**src/design/lc_defines.svh**
```systemverilog
`ifndef LC_DEFINES_SVH
`define LC_DEFINES_SVH

// Bus word sizes
`define MBUS_ADDR_WIDTH 8
`define MBUS_DATA_WIDTH 32

// Function ID sits in the low address bits
`define LC_FUNC_WIDTH 4

// Upper reply address bits, function ID fills the rest
`define LC_REPLY_PREFIX 4'hA

// Register file geometry
`define LC_RF_DATA_WIDTH 24
`define LC_RF_DEPTH 64
`define LC_RF_IDX_WIDTH 6

// Word memory geometry
`define LC_MEM_DATA_WIDTH 32
`define LC_MEM_ADDR_WIDTH 10
`define LC_MEM_DEPTH 1024

// Cycles from request to acknowledge
`define LC_MEM_LATENCY 2

// Burst length field in the second DMA word
`define LC_DMA_LEN_WIDTH 16

`endif

```
**src/design/lc_pkg.sv**
```systemverilog
`include "lc_defines.svh"

package lc_pkg;

	// Storage words
	typedef logic [`LC_RF_DATA_WIDTH-1:0]  rf_word_t;
	typedef logic [`LC_RF_IDX_WIDTH-1:0]   rf_idx_t;
	typedef logic [`LC_MEM_DATA_WIDTH-1:0] mem_word_t;
	typedef logic [`LC_MEM_ADDR_WIDTH-1:0] mem_addr_t;
	typedef logic [`LC_DMA_LEN_WIDTH-1:0]  dma_len_t;

	// Controller main states
	typedef enum logic [2:0]
	{
		IDLE,
		PROC,
		BUS_TX,
		WAIT_CPL,
		INT
	} lc_state_e;

	// Sub-steps inside PROC
	typedef enum logic [2:0]
	{
		STEP_ADDR,
		STEP_LEN,
		STEP_DATA,
		STEP_ISSUE,
		STEP_ACCESS
	} lc_step_e;

endpackage

```
**src/design/lc_reg_file.sv**
```systemverilog
`timescale 1ns/100ps
`include "lc_defines.svh"

module lc_reg_file
	import lc_pkg::*;
(
	input  logic                                     CLK,
	input  logic                                     MEM_ACK_RSTn,
	input  logic [`LC_RF_DEPTH-1:0]                  RF_LOAD,
	input  rf_word_t                                 RF_DOUT,
	output logic [`LC_RF_DATA_WIDTH*`LC_RF_DEPTH-1:0] RF_DIN
);

// One register per strobe bit, all shown side by side
for (genvar i = 0; i < `LC_RF_DEPTH; i++)
begin : g_reg
	rf_word_t q;

	always_ff @(posedge CLK or negedge MEM_ACK_RSTn)
	begin
		if (!MEM_ACK_RSTn)
			q <= '0;
		else if (RF_LOAD[i])
			q <= RF_DOUT;
	end

	// Register i lands in slice i of the flat bus
	assign RF_DIN[i*`LC_RF_DATA_WIDTH +: `LC_RF_DATA_WIDTH] = q;
end

endmodule

```
**config.mk**
```make
export PLATFORM = sky130hd
export DESIGN_NAME = lc_reg_file
export DESIGN_NICKNAME = d
export VERILOG_FILES = /design/src/design/lc_pkg.sv /design/src/design/lc_reg_file.sv
export VERILOG_INCLUDE_DIRS = /design/src /design/src/design
export SDC_FILE = /design/constraint.sdc
export NUM_CORES = 2
export LEC_CHECK = 0
export BUFFER_PORTS_ARGS = -buffer_cell sky130_fd_sc_hd__buf_2
export CAP_MARGIN = 10
export CORE_AREA = 2 2 641 643
export CTS_CLUSTER_SIZE = 8
export DETAILED_ROUTE_END_ITERATION = 8
export DIE_AREA = 0 0 643 645
export SYNTH_ARGS = -nofsm -noshare
export SYNTH_HDL_FRONTEND = slang
export SYNTH_SLANG_ARGS = --single-unit
```
**constraint.sdc**
```tcl
create_clock -name CLK -period 1 [get_ports CLK]
set_input_delay 0.15 -clock CLK [delete_from_list [all_inputs] [get_ports CLK]]
set_output_delay 0.15 -clock CLK [all_outputs]
set_load 0.01 [all_outputs]
```
==> results.tsv <==
stage	metric	value	unit
place	dp.cells	10460	
setup_path	end_kind	output port	
sta	hold_viol_final	0	
synthesis	synthTopCellsByArea	dfrtp_1, mux2_2, buf_6, mux2_4, clkbuf_1	
hold_path	min_path_type	in -> async	
place	gp_congestion	0.7789	
clocking	cts-root-buf	clkbuf_16	
synthesis	synth_area_per_cell	17.18	um^2
final_layout	final_util	21.72	%
setup_path	reg2reg_slack	-40	ps
final_layout	multiInputGateArea	17610	um^2
global_routing	met1_usage	12.72	%
global_routing	busiest_layer	met2	
floorplanning	dieArea	414700	um^2
setup_path	reg2reg_depth	3	
global_routing	gr-usage-met3	2.899	%
global_routing	grt_usage	11.04	%
synthesis	syn-cell-area	58950	um^2
floorplanning	num_rows	235	
drt	vias_per_cell	3.500	
drt	drt_iter0_drc	2428	
sta	fin_skew	0	ps
floorplanning	io_pins	1626	
drt	wirelength	240900	um
global_routing	grt_pass1_vias	39710	
drt	dr.pass1.iters	7	
global_routing	grt_pass1_wl	327400	um
global_routing	antenna_found_initial	50	
floorplanning	core-area	408100	um^2
floorplanning	start_util	14.44	%
final_layout	largest_reg_flops	1536	
synthesis	synth_top_cell_by_area	dfrtp_1	
power_and_ir_drop	p_leak	39.01	nW
setup_path	max_stage_delay	440	ps
final_layout	reg_top3	g.q: 1536 flops	
sta	rsz0062_at_grt	true	
floorplanning	die_width	643	um
final_layout	layout.cells.non_filler	11070	
power_and_ir_drop	power	170.4	mW
synthesis	synthDistinctLibCells	6	
place	portBuffers	1625	
sta	relSlewSlack	60.90	%
clocking	clk_path_buf_depth	4	
setup_path	worst-path-buf-inv	1	
final_layout	syn2layout_area_growth	50.37	%
run_status	status	complete, but fails checks	
clocking	h-tree-depth	4	
final_layout	nFillCells	43260	
setup_path	critical_path_peak_fanout	2	
run_status	violations	negative setup slack	
sta	setup_ws	-612.7	ps
drt	drc	0	
synthesis	syn-num-nets	3522	
setup_path	cp_top_family	flip-flops	
synthesis	ys_ff_latch	1536	
setup_path	timing.rr.start	g_reg[41].q[6]	
run	drv_cap	0	
setup_path	crit_slowest_cell	dfrtp_2	
synthesis	syn_inst	3432	
floorplanning	die_height	645	um
clocking	clk_latency	800	ps
clocking	path_clk_slew	60	ps
power_and_ir_drop	ir_worst_vdd	1.455	mV
global_routing	overflow	0	
clocking	cts_tree	done	
sta	finalCritPeriodShare	161.3	%
setup_path	startpoint_type	flip-flop	
drt	ant_nets	0	
clocking	cts_sinks	1536	
final_layout	layout_commonest_cell	dfrtp_1	
global_routing	grt_max_degree	70	
final_layout	largest-register	g.q	
setup_path	worstPathRequired	850	ps
final_layout	regArea	38440	um^2
sta	fin_hold_ws	126.7	ps
sta	setup_violations	1809	
setup_path	r2r-end	g_reg[41].q[6]	
place	hpwlAfterDp	175300	um
setup_path	crit_arrival	1460	ps
synthesis	synth_top_area_share	65.20	%
synthesis	seq_area_frac_synth	65.20	%
final_layout	fin_nets	5661	
global_routing	grt_use_met2	19.72	%
sta	fin_crit	1613	ps
setup_path	critPathKind	reg -> out	
sta	fmaxAchievable	620.1	MHz
sta	tightest_slew	586.5	ps
clocking	numCtsBuffers	218	
setup_path	crit_chain	buf_6	
drt	dr_total_vias	38760	
final_layout	mostFrequentLayoutCells	dfrtp_1, mux2_2, buf_2	
final_layout	drive_above_1_share	70.94	%
synthesis	yosysWarnings	0	
drt	wl_per_cell	21.75	um
power_and_ir_drop	power_density	1922	nW/um^2
sta	final_max_slew_viol_count	0	
-- layout make-up --
class,count,share of cell area [%]
Tap cell,5451,7.694
Timing Repair Buffer,2279,22.38
Clock buffer,227,6.250
Antenna cell,28,0.07905
Multi-Input combinational cell,1536,19.87
Clock inverter,17,0.3557
Sequential cell,1536,43.37
-- cells by family after synthesis --
kind of cell	share of synthesized area, %
buffers and inverters	4.922
flip-flops	65.20
multiplexers	29.88
-- metal layers --
metal  wire length, um  up-vias
li1                  -    16090
met1             91830    20560
met2            123200     1716
met3             17910      393
met4              7887        4
met5                27        -
-- worst register-to-register path, delay by kind of cell, from the launching register on --
kind                   cells  cell delay, ps
muxes                      1             260
DFF                        1             390
buffers and inverters      2             260
-- cells in the mapped netlist, drive strengths merged --
cell,number
dfrtp,1536
clkbuf,144
mux2,1536
buf,216
-- worst max path at each step --
stage	from	end	slack [ps]	depth (start not counted)
4_1_cts	g_reg[26].q[21]	RF_DIN[645]	-760	1
5_1_grt	g_reg[26].q[21]	RF_DIN[645]	-730	1
3_5_place_dp	RF_DOUT[21]	g_reg[4].q[21]	-260	3
3_3_place_gp	RF_DOUT[21]	g_reg[3].q[21]	-250	3
2_1_floorplan	RF_DOUT[13]	g_reg[34].q[13]	170	3
6_report	g_reg[26].q[21]	RF_DIN[645]	-610	1
-- power breakdown --
group / leakage [nW] / switching, mW / internal (mW)
Combinational: 18.2 / 15.2 / 16.3
Sequential: 18.0 / 3.78 / 68.6
Clock: 2.86 / 27.2 / 39.4
-- what timing repair did --
action | in CTS | in global routing
hold buffers | 91 | 0
setup endpoints to repair | 1536 | 1752
endpoints found under the hold margin | 3072 | 0
buffers inserted | 147 | 103
gates resized for setup | 919 | 169
-- through the flow --
stage | area (um^2) | TNS [ps] | worst slack, ps
2_1_floorplan | 58950 | 0 | 171.9
3_3_place_gp | 75610 | -68100 | -245.9
6_report | 88640 | -855700 | -612.7
5_1_grt | 88590 | -1036560 | -734.8
3_5_place_dp | 75610 | -74520 | -255.9
4_1_cts | 87000 | -1039380 | -762.5
(Power assumes the default switching activity.)
