`src/design/lc_defines.svh`:
```
`ifndef LC_DEFINES_SVH
`define LC_DEFINES_SVH

// Bus word sizes
`define MBUS_ADDR_WIDTH 8
`define MBUS_DATA_WIDTH 32

// Function ID sits in the low address bits
`define LC_FUNC_WIDTH 4

// Upper reply address bits, function ID fills the rest
`define LC_REPLY_PREFIX 4'hA

// Register file geometry
`define LC_RF_DATA_WIDTH 24
`define LC_RF_DEPTH 64
`define LC_RF_IDX_WIDTH 6

// Word memory geometry
`define LC_MEM_DATA_WIDTH 32
`define LC_MEM_ADDR_WIDTH 10
`define LC_MEM_DEPTH 1024

// Cycles from request to acknowledge
`define LC_MEM_LATENCY 2

// Burst length field in the second DMA word
`define LC_DMA_LEN_WIDTH 16

`endif

```
`src/design/mbus_pkg.sv`:
```
`include "lc_defines.svh"

package mbus_pkg;

	// Address and data words as seen on the bus side
	typedef logic [`MBUS_ADDR_WIDTH-1:0] mbus_addr_t;
	typedef logic [`MBUS_DATA_WIDTH-1:0] mbus_data_t;

	// Function IDs decoded from the low address bits
	typedef enum logic [`LC_FUNC_WIDTH-1:0]
	{
		FUNC_RF_READ   = 4'd0,
		FUNC_RF_WRITE  = 4'd1,
		FUNC_MEM_READ  = 4'd2,
		FUNC_MEM_WRITE = 4'd3,
		FUNC_DMA_READ  = 4'd4,
		FUNC_DMA_WRITE = 4'd5
	} lc_func_e;

endpackage

```
`src/design/lc_pkg.sv`:
```
`include "lc_defines.svh"

package lc_pkg;

	// Storage words
	typedef logic [`LC_RF_DATA_WIDTH-1:0]  rf_word_t;
	typedef logic [`LC_RF_IDX_WIDTH-1:0]   rf_idx_t;
	typedef logic [`LC_MEM_DATA_WIDTH-1:0] mem_word_t;
	typedef logic [`LC_MEM_ADDR_WIDTH-1:0] mem_addr_t;
	typedef logic [`LC_DMA_LEN_WIDTH-1:0]  dma_len_t;

	// Controller main states
	typedef enum logic [2:0]
	{
		IDLE,
		PROC,
		BUS_TX,
		WAIT_CPL,
		INT
	} lc_state_e;

	// Sub-steps inside PROC
	typedef enum logic [2:0]
	{
		STEP_ADDR,
		STEP_LEN,
		STEP_DATA,
		STEP_ISSUE,
		STEP_ACCESS
	} lc_step_e;

endpackage

```
`src/design/layer_ctrl.sv`:
```
`timescale 1ns/100ps
`include "lc_defines.svh"

module layer_ctrl
	import mbus_pkg::*, lc_pkg::*;
(
	input  logic                                     CLK,
	input  logic                                     MEM_ACK_RSTn,
	// Bus receive side
	input  mbus_addr_t                               RX_ADDR,
	input  mbus_data_t                               RX_DATA,
	input  logic                                     RX_PEND,
	input  logic                                     RX_REQ,
	input  logic                                     RX_FAIL,
	output logic                                     RX_ACK,
	// Bus transmit side
	output mbus_addr_t                               TX_ADDR,
	output mbus_data_t                               TX_DATA,
	output logic                                     TX_PEND,
	output logic                                     TX_REQ,
	input  logic                                     TX_ACK,
	input  logic                                     TX_SUCC,
	input  logic                                     TX_FAIL,
	output logic                                     TX_RESP_ACK,
	// Register file
	input  logic [`LC_RF_DATA_WIDTH*`LC_RF_DEPTH-1:0] RF_DIN,
	output rf_word_t                                 RF_DOUT,
	output logic [`LC_RF_DEPTH-1:0]                  RF_LOAD,
	// Word memory
	output logic                                     MEM_REQ_OUT,
	output logic                                     MEM_WRITE,
	output mem_addr_t                                MEM_AOUT,
	output mem_word_t                                MEM_DOUT,
	input  logic                                     MEM_ACK_IN,
	input  mem_word_t                                MEM_DIN,
	// Interrupt
	input  logic                                     INTERRUPT,
	output logic                                     CLR_INT
);

lc_state_e  state;
lc_step_e   step;
lc_func_e   func;
mbus_data_t rx_buf;
logic       rx_pend;
dma_len_t   dma_cnt;

rf_idx_t    rf_idx;
rf_word_t   rf_word;
dma_len_t   rx_len;
logic       rx_new;
logic       idx_ok;
logic       addr_ok;

// Index in the top data byte, value below it
assign rf_idx  = rx_buf[`LC_RF_DATA_WIDTH +: `LC_RF_IDX_WIDTH];
assign idx_ok  = rx_buf[`MBUS_DATA_WIDTH-1:`LC_RF_DATA_WIDTH] < `LC_RF_DEPTH;
assign rf_word = RF_DIN[rf_idx*`LC_RF_DATA_WIDTH +: `LC_RF_DATA_WIDTH];

assign addr_ok = rx_buf < `LC_MEM_DEPTH;
assign rx_len  = RX_DATA[`LC_DMA_LEN_WIDTH-1:0];

// New word on the receive side, guarded against double trigger
assign rx_new  = RX_REQ && !RX_ACK;

always_ff @(posedge CLK or negedge MEM_ACK_RSTn)
begin
	if (!MEM_ACK_RSTn)
	begin
		state       <= IDLE;
		step        <= STEP_ADDR;
		func        <= FUNC_RF_READ;
		rx_buf      <= '0;
		rx_pend     <= 1'b0;
		dma_cnt     <= '0;
		RX_ACK      <= 1'b0;
		TX_ADDR     <= '0;
		TX_DATA     <= '0;
		TX_PEND     <= 1'b0;
		TX_REQ      <= 1'b0;
		TX_RESP_ACK <= 1'b0;
		RF_DOUT     <= '0;
		RF_LOAD     <= '0;
		MEM_REQ_OUT <= 1'b0;
		MEM_WRITE   <= 1'b0;
		MEM_AOUT    <= '0;
		MEM_DOUT    <= '0;
		CLR_INT     <= 1'b0;
	end
	else
	begin
		RF_LOAD <= '0;

		// Four-phase release once the master has let go
		if (RX_ACK && !RX_REQ && !RX_FAIL)
			RX_ACK <= 1'b0;

		case (state)
			IDLE:
			begin
				step <= STEP_ADDR;
				if (INTERRUPT)
				begin
					CLR_INT <= 1'b1;
					state   <= INT;
				end
				else if (rx_new)
				begin
					RX_ACK  <= 1'b1;
					rx_buf  <= RX_DATA;
					rx_pend <= RX_PEND;
					func    <= lc_func_e'(RX_ADDR[`LC_FUNC_WIDTH-1:0]);
					state   <= PROC;
				end
				else if (RX_FAIL && !RX_ACK)
					RX_ACK <= 1'b1;
			end

			PROC:
			begin
				// A failed receive aborts whatever is going on
				if (RX_FAIL && !RX_ACK)
				begin
					RX_ACK      <= 1'b1;
					MEM_REQ_OUT <= 1'b0;
					state       <= IDLE;
				end
				else
				begin
					case (step)
						STEP_ADDR:
						begin
							case (func)
								FUNC_RF_READ:
								begin
									if (idx_ok)
									begin
										TX_ADDR <= {`LC_REPLY_PREFIX, func};
										TX_DATA <= {rx_buf[`MBUS_DATA_WIDTH-1:`LC_RF_DATA_WIDTH], rf_word};
										TX_PEND <= 1'b0;
										TX_REQ  <= 1'b1;
										state   <= BUS_TX;
									end
									else
										state <= IDLE;
								end
								FUNC_RF_WRITE:
								begin
									if (idx_ok)
									begin
										RF_DOUT         <= rx_buf[`LC_RF_DATA_WIDTH-1:0];
										RF_LOAD[rf_idx] <= 1'b1;
									end
									// Chained writes keep coming while pending
									if (idx_ok && rx_pend)
										step <= STEP_DATA;
									else
										state <= IDLE;
								end
								FUNC_MEM_READ:
								begin
									MEM_AOUT <= rx_buf[`LC_MEM_ADDR_WIDTH-1:0];
									dma_cnt  <= dma_len_t'(1);
									if (addr_ok)
										step <= STEP_ISSUE;
									else
										state <= IDLE;
								end
								FUNC_MEM_WRITE:
								begin
									MEM_AOUT <= rx_buf[`LC_MEM_ADDR_WIDTH-1:0];
									dma_cnt  <= dma_len_t'(1);
									if (addr_ok && rx_pend)
										step <= STEP_DATA;
									else
										state <= IDLE;
								end
								FUNC_DMA_READ, FUNC_DMA_WRITE:
								begin
									MEM_AOUT <= rx_buf[`LC_MEM_ADDR_WIDTH-1:0];
									if (addr_ok && rx_pend)
										step <= STEP_LEN;
									else
										state <= IDLE;
								end
								default:
									state <= IDLE;
							endcase
						end

						STEP_LEN:
						begin
							if (rx_new)
							begin
								RX_ACK  <= 1'b1;
								rx_pend <= RX_PEND;
								dma_cnt <= rx_len;
								// Zero length or a burst past the end is dropped
								if (rx_len == '0 || (MEM_AOUT + rx_len) > `LC_MEM_DEPTH)
									state <= IDLE;
								else if (func == FUNC_DMA_READ)
									step <= STEP_ISSUE;
								else if (RX_PEND)
									step <= STEP_DATA;
								else
									state <= IDLE;
							end
						end

						STEP_DATA:
						begin
							if (rx_new)
							begin
								RX_ACK  <= 1'b1;
								rx_pend <= RX_PEND;
								if (func == FUNC_RF_WRITE)
								begin
									rx_buf <= RX_DATA;
									step   <= STEP_ADDR;
								end
								else
								begin
									MEM_DOUT    <= RX_DATA;
									MEM_WRITE   <= 1'b1;
									MEM_REQ_OUT <= 1'b1;
									dma_cnt     <= dma_cnt - 1'b1;
									step        <= STEP_ACCESS;
								end
							end
						end

						STEP_ISSUE:
						begin
							MEM_WRITE   <= 1'b0;
							MEM_REQ_OUT <= 1'b1;
							dma_cnt     <= dma_cnt - 1'b1;
							step        <= STEP_ACCESS;
						end

						STEP_ACCESS:
						begin
							if (MEM_ACK_IN)
							begin
								MEM_REQ_OUT <= 1'b0;
								MEM_AOUT    <= MEM_AOUT + 1'b1;
								if (!MEM_WRITE)
								begin
									// Read word goes out, pending while more remain
									TX_ADDR <= {`LC_REPLY_PREFIX, func};
									TX_DATA <= MEM_DIN;
									TX_PEND <= (dma_cnt != '0);
									TX_REQ  <= 1'b1;
									step    <= STEP_ISSUE;
									state   <= BUS_TX;
								end
								else if (dma_cnt != '0 && rx_pend)
									step <= STEP_DATA;
								else
									state <= IDLE;
							end
						end

						default:
							state <= IDLE;
					endcase
				end
			end

			BUS_TX:
			begin
				// Hold the word until acknowledged, then wait for ACK low
				if (TX_REQ && TX_ACK)
					TX_REQ <= 1'b0;
				else if (!TX_REQ && !TX_ACK)
				begin
					if (TX_PEND)
						state <= PROC;
					else
						state <= WAIT_CPL;
				end
			end

			WAIT_CPL:
			begin
				// Success and failure are answered the same way
				if ((TX_SUCC || TX_FAIL) && !TX_RESP_ACK)
					TX_RESP_ACK <= 1'b1;
				else if (TX_RESP_ACK && !TX_SUCC && !TX_FAIL)
				begin
					TX_RESP_ACK <= 1'b0;
					state       <= IDLE;
				end
			end

			INT:
			begin
				if (!INTERRUPT)
				begin
					CLR_INT <= 1'b0;
					state   <= IDLE;
				end
			end

			default:
				state <= IDLE;
		endcase
	end
end

endmodule

```
`config.mk`:
```
export PLATFORM = sky130hd
export DESIGN_NAME = layer_ctrl
export DESIGN_NICKNAME = d
export VERILOG_FILES = /design/src/design/mbus_pkg.sv /design/src/design/lc_pkg.sv /design/src/design/layer_ctrl.sv
export VERILOG_INCLUDE_DIRS = /design/src /design/src/design
export SDC_FILE = /design/constraint.sdc
export NUM_CORES = 1
export LEC_CHECK = 0
export BUFFER_PORTS_ARGS = -buffer_cell sky130_fd_sc_hd__clkbuf_2
export CAP_MARGIN = 20
export CORE_AREA = 2 2 709 711
export DETAILED_ROUTE_END_ITERATION = 12
export DIE_AREA = 0 0 711 713
export PLACE_DENSITY = 0.3
export RECOVER_POWER = 100
export SLEW_MARGIN = 25
export SYNTH_ARGS = -nofsm -noshare
export SYNTH_HDL_FRONTEND = slang
export SYNTH_SLANG_ARGS = --single-unit
```
`constraint.sdc`:
```
create_clock -name CLK -period 2.8 [get_ports CLK]
set_input_delay 0.42 -clock CLK [delete_from_list [all_inputs] [get_ports CLK]]
set_output_delay 0.42 -clock CLK [all_outputs]
set_load 0.02 [all_outputs]
```
==> impl_table.tex <==
\begin{tabular}{lr}
\hline
Metric & Value \\
\hline
\multicolumn{2}{l}{\textbf{Run status}} \\
\quad Run status & finished with violations \\
\quad Violated checks & capacitance limit, slew limit, setup timing \\
\multicolumn{2}{l}{\textbf{STA}} \\
\quad Finish-stage setup viols & 35 \\
\quad Worst Hold Slack & roughly 0.067 ns \\
\quad RSZ-0062 raised after global routing & true \\
\quad Post-layout min period & 3.204 ns \\
\quad Number of pins exceeding their max-slew limit in the final report & between 60 and 70 \\
\quad Slew at the pin closest to its max-slew limit & between 2 and 2.5 ns \\
\quad Remaining max-slew budget at the tightest pin & -0.5591 \\
\quad Largest clock skew in the final design & between 0.07 and 0.08 ns \\
\quad Post-layout worst setup margin & -0.4038 ns \\
\quad Maximum clock frequency & between 0.3 and 0.4 GHz \\
\quad Final period utilization & 1.144 \\
\quad Endpoints failing hold & 0 \\
\multicolumn{2}{l}{\textbf{Min path}} \\
\quad Hold Path Class & primary input to register \\
\multicolumn{2}{l}{\textbf{Clocking}} \\
\quad Later-pin clock latency in the skew report & about 0.68 ns \\
\quad CTS tree & built \\
\quad Number of buffers created by CTS & 37 \\
\quad H-tree depth reported by CTS & 2 \\
\quad Total number of clock tree sinks & around 230 \\
\quad Clock buffer depth & 3 \\
\quad Clock Tree Root & sky130\_fd\_sc\_hd\_\_clkbuf\_16 \\
\quad Clock transition at path regs & 0.06 ns \\
\multicolumn{2}{l}{\textbf{Floorplan}} \\
\quad Std cell rows & 260 \\
\quad Die Area & approximately 510000 µm² \\
\quad Number of top-level design ports & 1795 \\
\quad Die span in y & between 700 and 800 µm \\
\quad DIE WIDTH & a little over 700 µm \\
\quad Core footprint & approximately 500000 µm² \\
\quad Initial core utilization & 0.03913 \\
\multicolumn{2}{l}{\textbf{Global routing}} \\
\quad Antenna violations before repair & 421 \\
\quad Maximum number of pins on one net before global-route repair & 64 \\
\quad Combined global-route utilization of all metal layers & 0.1673 \\
\quad Final global-route overflow total & 0 \\
\quad Wire length of the first global-routing pass & approximately 520000 µm \\
\quad Vias in the first global route & 35040 \\
\multicolumn{2}{l}{\textbf{Cells and area}} \\
\quad Signed area change from the synthesized netlist to the final layout & 145.1\% \\
\quad Number of cells in the finished layout apart from fillers & between 10000 and 15000 \\
\quad Layout cell share with drive strength beyond 1 & 0.6046 \\
\quad Post-layout net count & about 6400 \\
\quad Final core utilization & 0.09589 \\
\multicolumn{2}{l}{\textbf{Drt}} \\
\quad Final WL & 442500 µm \\
\quad WL per Instance & about 38 µm \\
\quad Final antenna-violating net count & 0 \\
\quad Post-detailed-route via-to-cell ratio & 3.011 \\
\quad Detailed-routing iteration count for the pre-antenna-repair pass & 9 \\
\quad DRC violation count after routing & 0 \\
\quad Vias after detailed routing & roughly 35000 \\
\quad Number of DRC markers in iteration 0 & about 2600 \\
\multicolumn{2}{l}{\textbf{Place}} \\
\quad Number of buffer cells added on primary ports & about 1800 \\
\quad Worst-case setup slack after placement & -1.165 ns \\
\quad Global placer's final weighted congestion & 0.9197 \\
\quad Number of cells in the design after placement & 11220 \\
\quad Post-DP HPWL & 395400 µm \\
\multicolumn{2}{l}{\textbf{Synth}} \\
\quad Number of library cell types mapped by synthesis & between 70 and 80 \\
\quad Number of synthesized flops with an enable pin & 0 \\
\quad Ranking of synthesized cells by area & sky130\_fd\_sc\_hd\_\_dfrtp\_1, sky130\_fd\_sc\_hd\_\_a22oi\_1, sky130\_fd\_sc\_hd\_\_mux2\_2 \\
\quad Combined area of all synthesized cells & just under 20000 µm² \\
\quad Prevailing post-synth register cell & sky130\_fd\_sc\_hd\_\_dfrtp\_1 \\
\quad Mean area per synthesized cell & approximately 8.4 µm² \\
\quad Share of synthesized flip-flops with an asynchronous set or reset & 1.000 \\
\quad FF+latch count, synth & about 230 \\
\quad Portion of the post-synthesis area used by sequential elements & 0.2982 \\
\quad Fraction of post-synthesis cell area in the top cell type by area & 0.2982 \\
\quad Most numerous cell types in the synthesized netlist & sky130\_fd\_sc\_hd\_\_a22oi\_1, sky130\_fd\_sc\_hd\_\_dfrtp\_1, sky130\_fd\_sc\_hd\_\_clkbuf\_1 \\
\quad Number of warnings issued by yosys & 0 \\
\quad Synthesized netlist cell count & between 2000 and 2500 \\
\quad Cell type with the highest aggregate area in the netlist & sky130\_fd\_sc\_hd\_\_dfrtp\_1 \\
\quad Most frequently used cell type in the post-synthesis netlist & sky130\_fd\_sc\_hd\_\_a22oi\_1 \\
\multicolumn{2}{l}{\textbf{Power and ir drop}} \\
\quad Highest ir drop seen on vdd & roughly 0.39 mV \\
\quad Power density normalized to cell area & 1095 nW/µm² \\
\quad Leakage component of the power & between 15 and 20 nW \\
\multicolumn{2}{l}{\textbf{Worst setup path}} \\
\quad Category of the worst setup path launch point & register \\
\quad Max stage delay cell, worst path & sky130\_fd\_sc\_hd\_\_a21oi\_1 \\
\quad Req. time, crit path & about 3.3 ns \\
\quad CP Data Arrival Time & 3.75 ns \\
\quad Classification of the worst setup path & register to register \\
\quad Critical path peak fanout & 14 \\
\quad Worst stage delay on the critical path & 0.58 ns \\
\quad Cell occurring most often along the worst timing path & sky130\_fd\_sc\_hd\_\_buf\_12 \\
\quad Delay-heaviest family, CP & compound AO/OA/AOI/OAI gates \\
\quad Ordered cell list for the critical path & buf\_6, and3b\_4, buf\_12, buf\_12, buf\_12, buf\_12, a22oi\_1, a41oi\_1, buf\_4, a21oi\_1, o21ai\_1, a21oi\_2, o31ai\_1 \\
\quad Nature of the critical path endpoint & register \\
\quad Total buffers and inverters traversed by the critical path & 6 \\
\multicolumn{2}{l}{\textbf{Job}} \\
\quad Maxcap violations & 1 \\
\hline
\end{tabular}
## cells in the final DEF, fill, tap and decap left out, types with 23 or more instances in the layout
master,synthesis,layout
sky130_fd_sc_hd__a21oi_1,89,64
sky130_fd_sc_hd__a221oi_1,87,37
sky130_fd_sc_hd__a221oi_2,0,33
sky130_fd_sc_hd__a222oi_1,30,30
sky130_fd_sc_hd__a22o_1,89,84
sky130_fd_sc_hd__a22oi_1,541,480
sky130_fd_sc_hd__a22oi_2,0,61
sky130_fd_sc_hd__a31oi_1,69,41
sky130_fd_sc_hd__buf_12,0,117
sky130_fd_sc_hd__buf_4,3,538
sky130_fd_sc_hd__buf_6,0,86
sky130_fd_sc_hd__clkbuf_1,158,182
sky130_fd_sc_hd__clkbuf_16,0,38
sky130_fd_sc_hd__clkbuf_2,0,1626
sky130_fd_sc_hd__dfrtp_1,233,227
sky130_fd_sc_hd__diode_2,0,109
sky130_fd_sc_hd__mux2_2,104,104
sky130_fd_sc_hd__nand2_1,112,110
sky130_fd_sc_hd__nand4_1,90,90
sky130_fd_sc_hd__nor2_1,148,143
sky130_fd_sc_hd__nor3_1,25,23
sky130_fd_sc_hd__o21ai_0,96,71
sky130_fd_sc_hd__o21ai_1,14,23
## state kept, by name (all words and copies together) (netlist names), 5 cells and up
signal	cells
dma_cnt	16
TX_DATA	32
RF_DOUT	24
rx_buf	32
TX_ADDR	5
RF_LOAD	64
MEM_AOUT	10
MEM_DOUT	32
## worst register-to-register path: stages (launching register included)
cell and delay (ns):
sky130_fd_sc_hd__dfrtp_2 0.45, sky130_fd_sc_hd__buf_6 0.15, sky130_fd_sc_hd__and3b_4 0.21, sky130_fd_sc_hd__buf_12 0.16, sky130_fd_sc_hd__buf_12 0.15, sky130_fd_sc_hd__buf_12 0.16
sky130_fd_sc_hd__buf_12 0.23, sky130_fd_sc_hd__a22oi_1 0.24, sky130_fd_sc_hd__a41oi_1 0.15, sky130_fd_sc_hd__buf_4 0.18, sky130_fd_sc_hd__a21oi_1 0.58, sky130_fd_sc_hd__o21ai_1 0.17
sky130_fd_sc_hd__a21oi_2 0.24, sky130_fd_sc_hd__o31ai_1 0.08
## worst paths after layout
path	startpoint	to	slack, ns	cells after the start
max in group asynchronous	MEM_ACK_RSTn	rx_buf[27]	0.10	2
min	RX_DATA[21]	MEM_DOUT[21]	0.07	2
min reg2reg	TX_DATA[7]	TX_DATA[7]	0.48	2
min in group asynchronous	MEM_ACK_RSTn	RF_LOAD[21]	1.02	2
max reg2reg	rx_buf[25]	TX_DATA[2]	-0.40	13
max	rx_buf[25]	TX_DATA[2]	-0.40	13
## per-stage QoR
stage	cell area (µm²)	TNS (ns)	power (mW)
final	47920	-7.572	52.44
after global routing	47810	-25.28	55.29
after CTS	47410	-6.768	53.71
after detailed placement	42880	-19.55	43.42
after global placement	42870	-19.75	43.60
after floorplan	19560	0	16.15
## final cells by class
class	count	area (µm²)
Tap cell	6681	8359
Fill cell	58800	451800
Timing Repair Buffer	2621	17460
Multi-Input combinational cell	1811	14630
Clock inverter	15	221.5
Antenna cell	109	272.8
Clock buffer	48	1069
Sequential cell	233	5846
Inverter	17	63.81
## routing by layer
layer	GRT usage	vias to the layer above	wire length (µm)
met2	0.2772	2182	203400
met4	0.04250	174	14320
li1	-	14540	-
met3	0.05308	694	35060
met1	0.2088	17140	188600
met5	0	-	1107
## cell families after synthesis
family                     share of synthesized area
buffers and inverters                        0.05638
and+or+nand+nor                               0.1284
AOI/OAI and AO/OA                             0.4395
muxes                                        0.06508
other                                      0.0001918
DFF                                           0.2982
xor gates and xnor gates                    0.003584
adders and majority gates                   0.008703
## where the power goes
part           internal, mW  switching [mW]  total [mW]
clock network          3.07            2.25        5.33
registers              4.37           0.887        5.26
logic                  16.2            25.7        41.9
total                  23.6            28.8        52.4
## what timing repair did
action / 4_1_cts / 5_1_grt
pin swaps: 110 / 81
setup endpoints to repair: 36 / 28
cloned: 10 / 0
hold buffers: 22 / 0
buffers inserted: 107 / 28
resized for setup: 384 / 107
hold endpoints to repair: 80 / 0
Power figures use the tool's default switching activity.
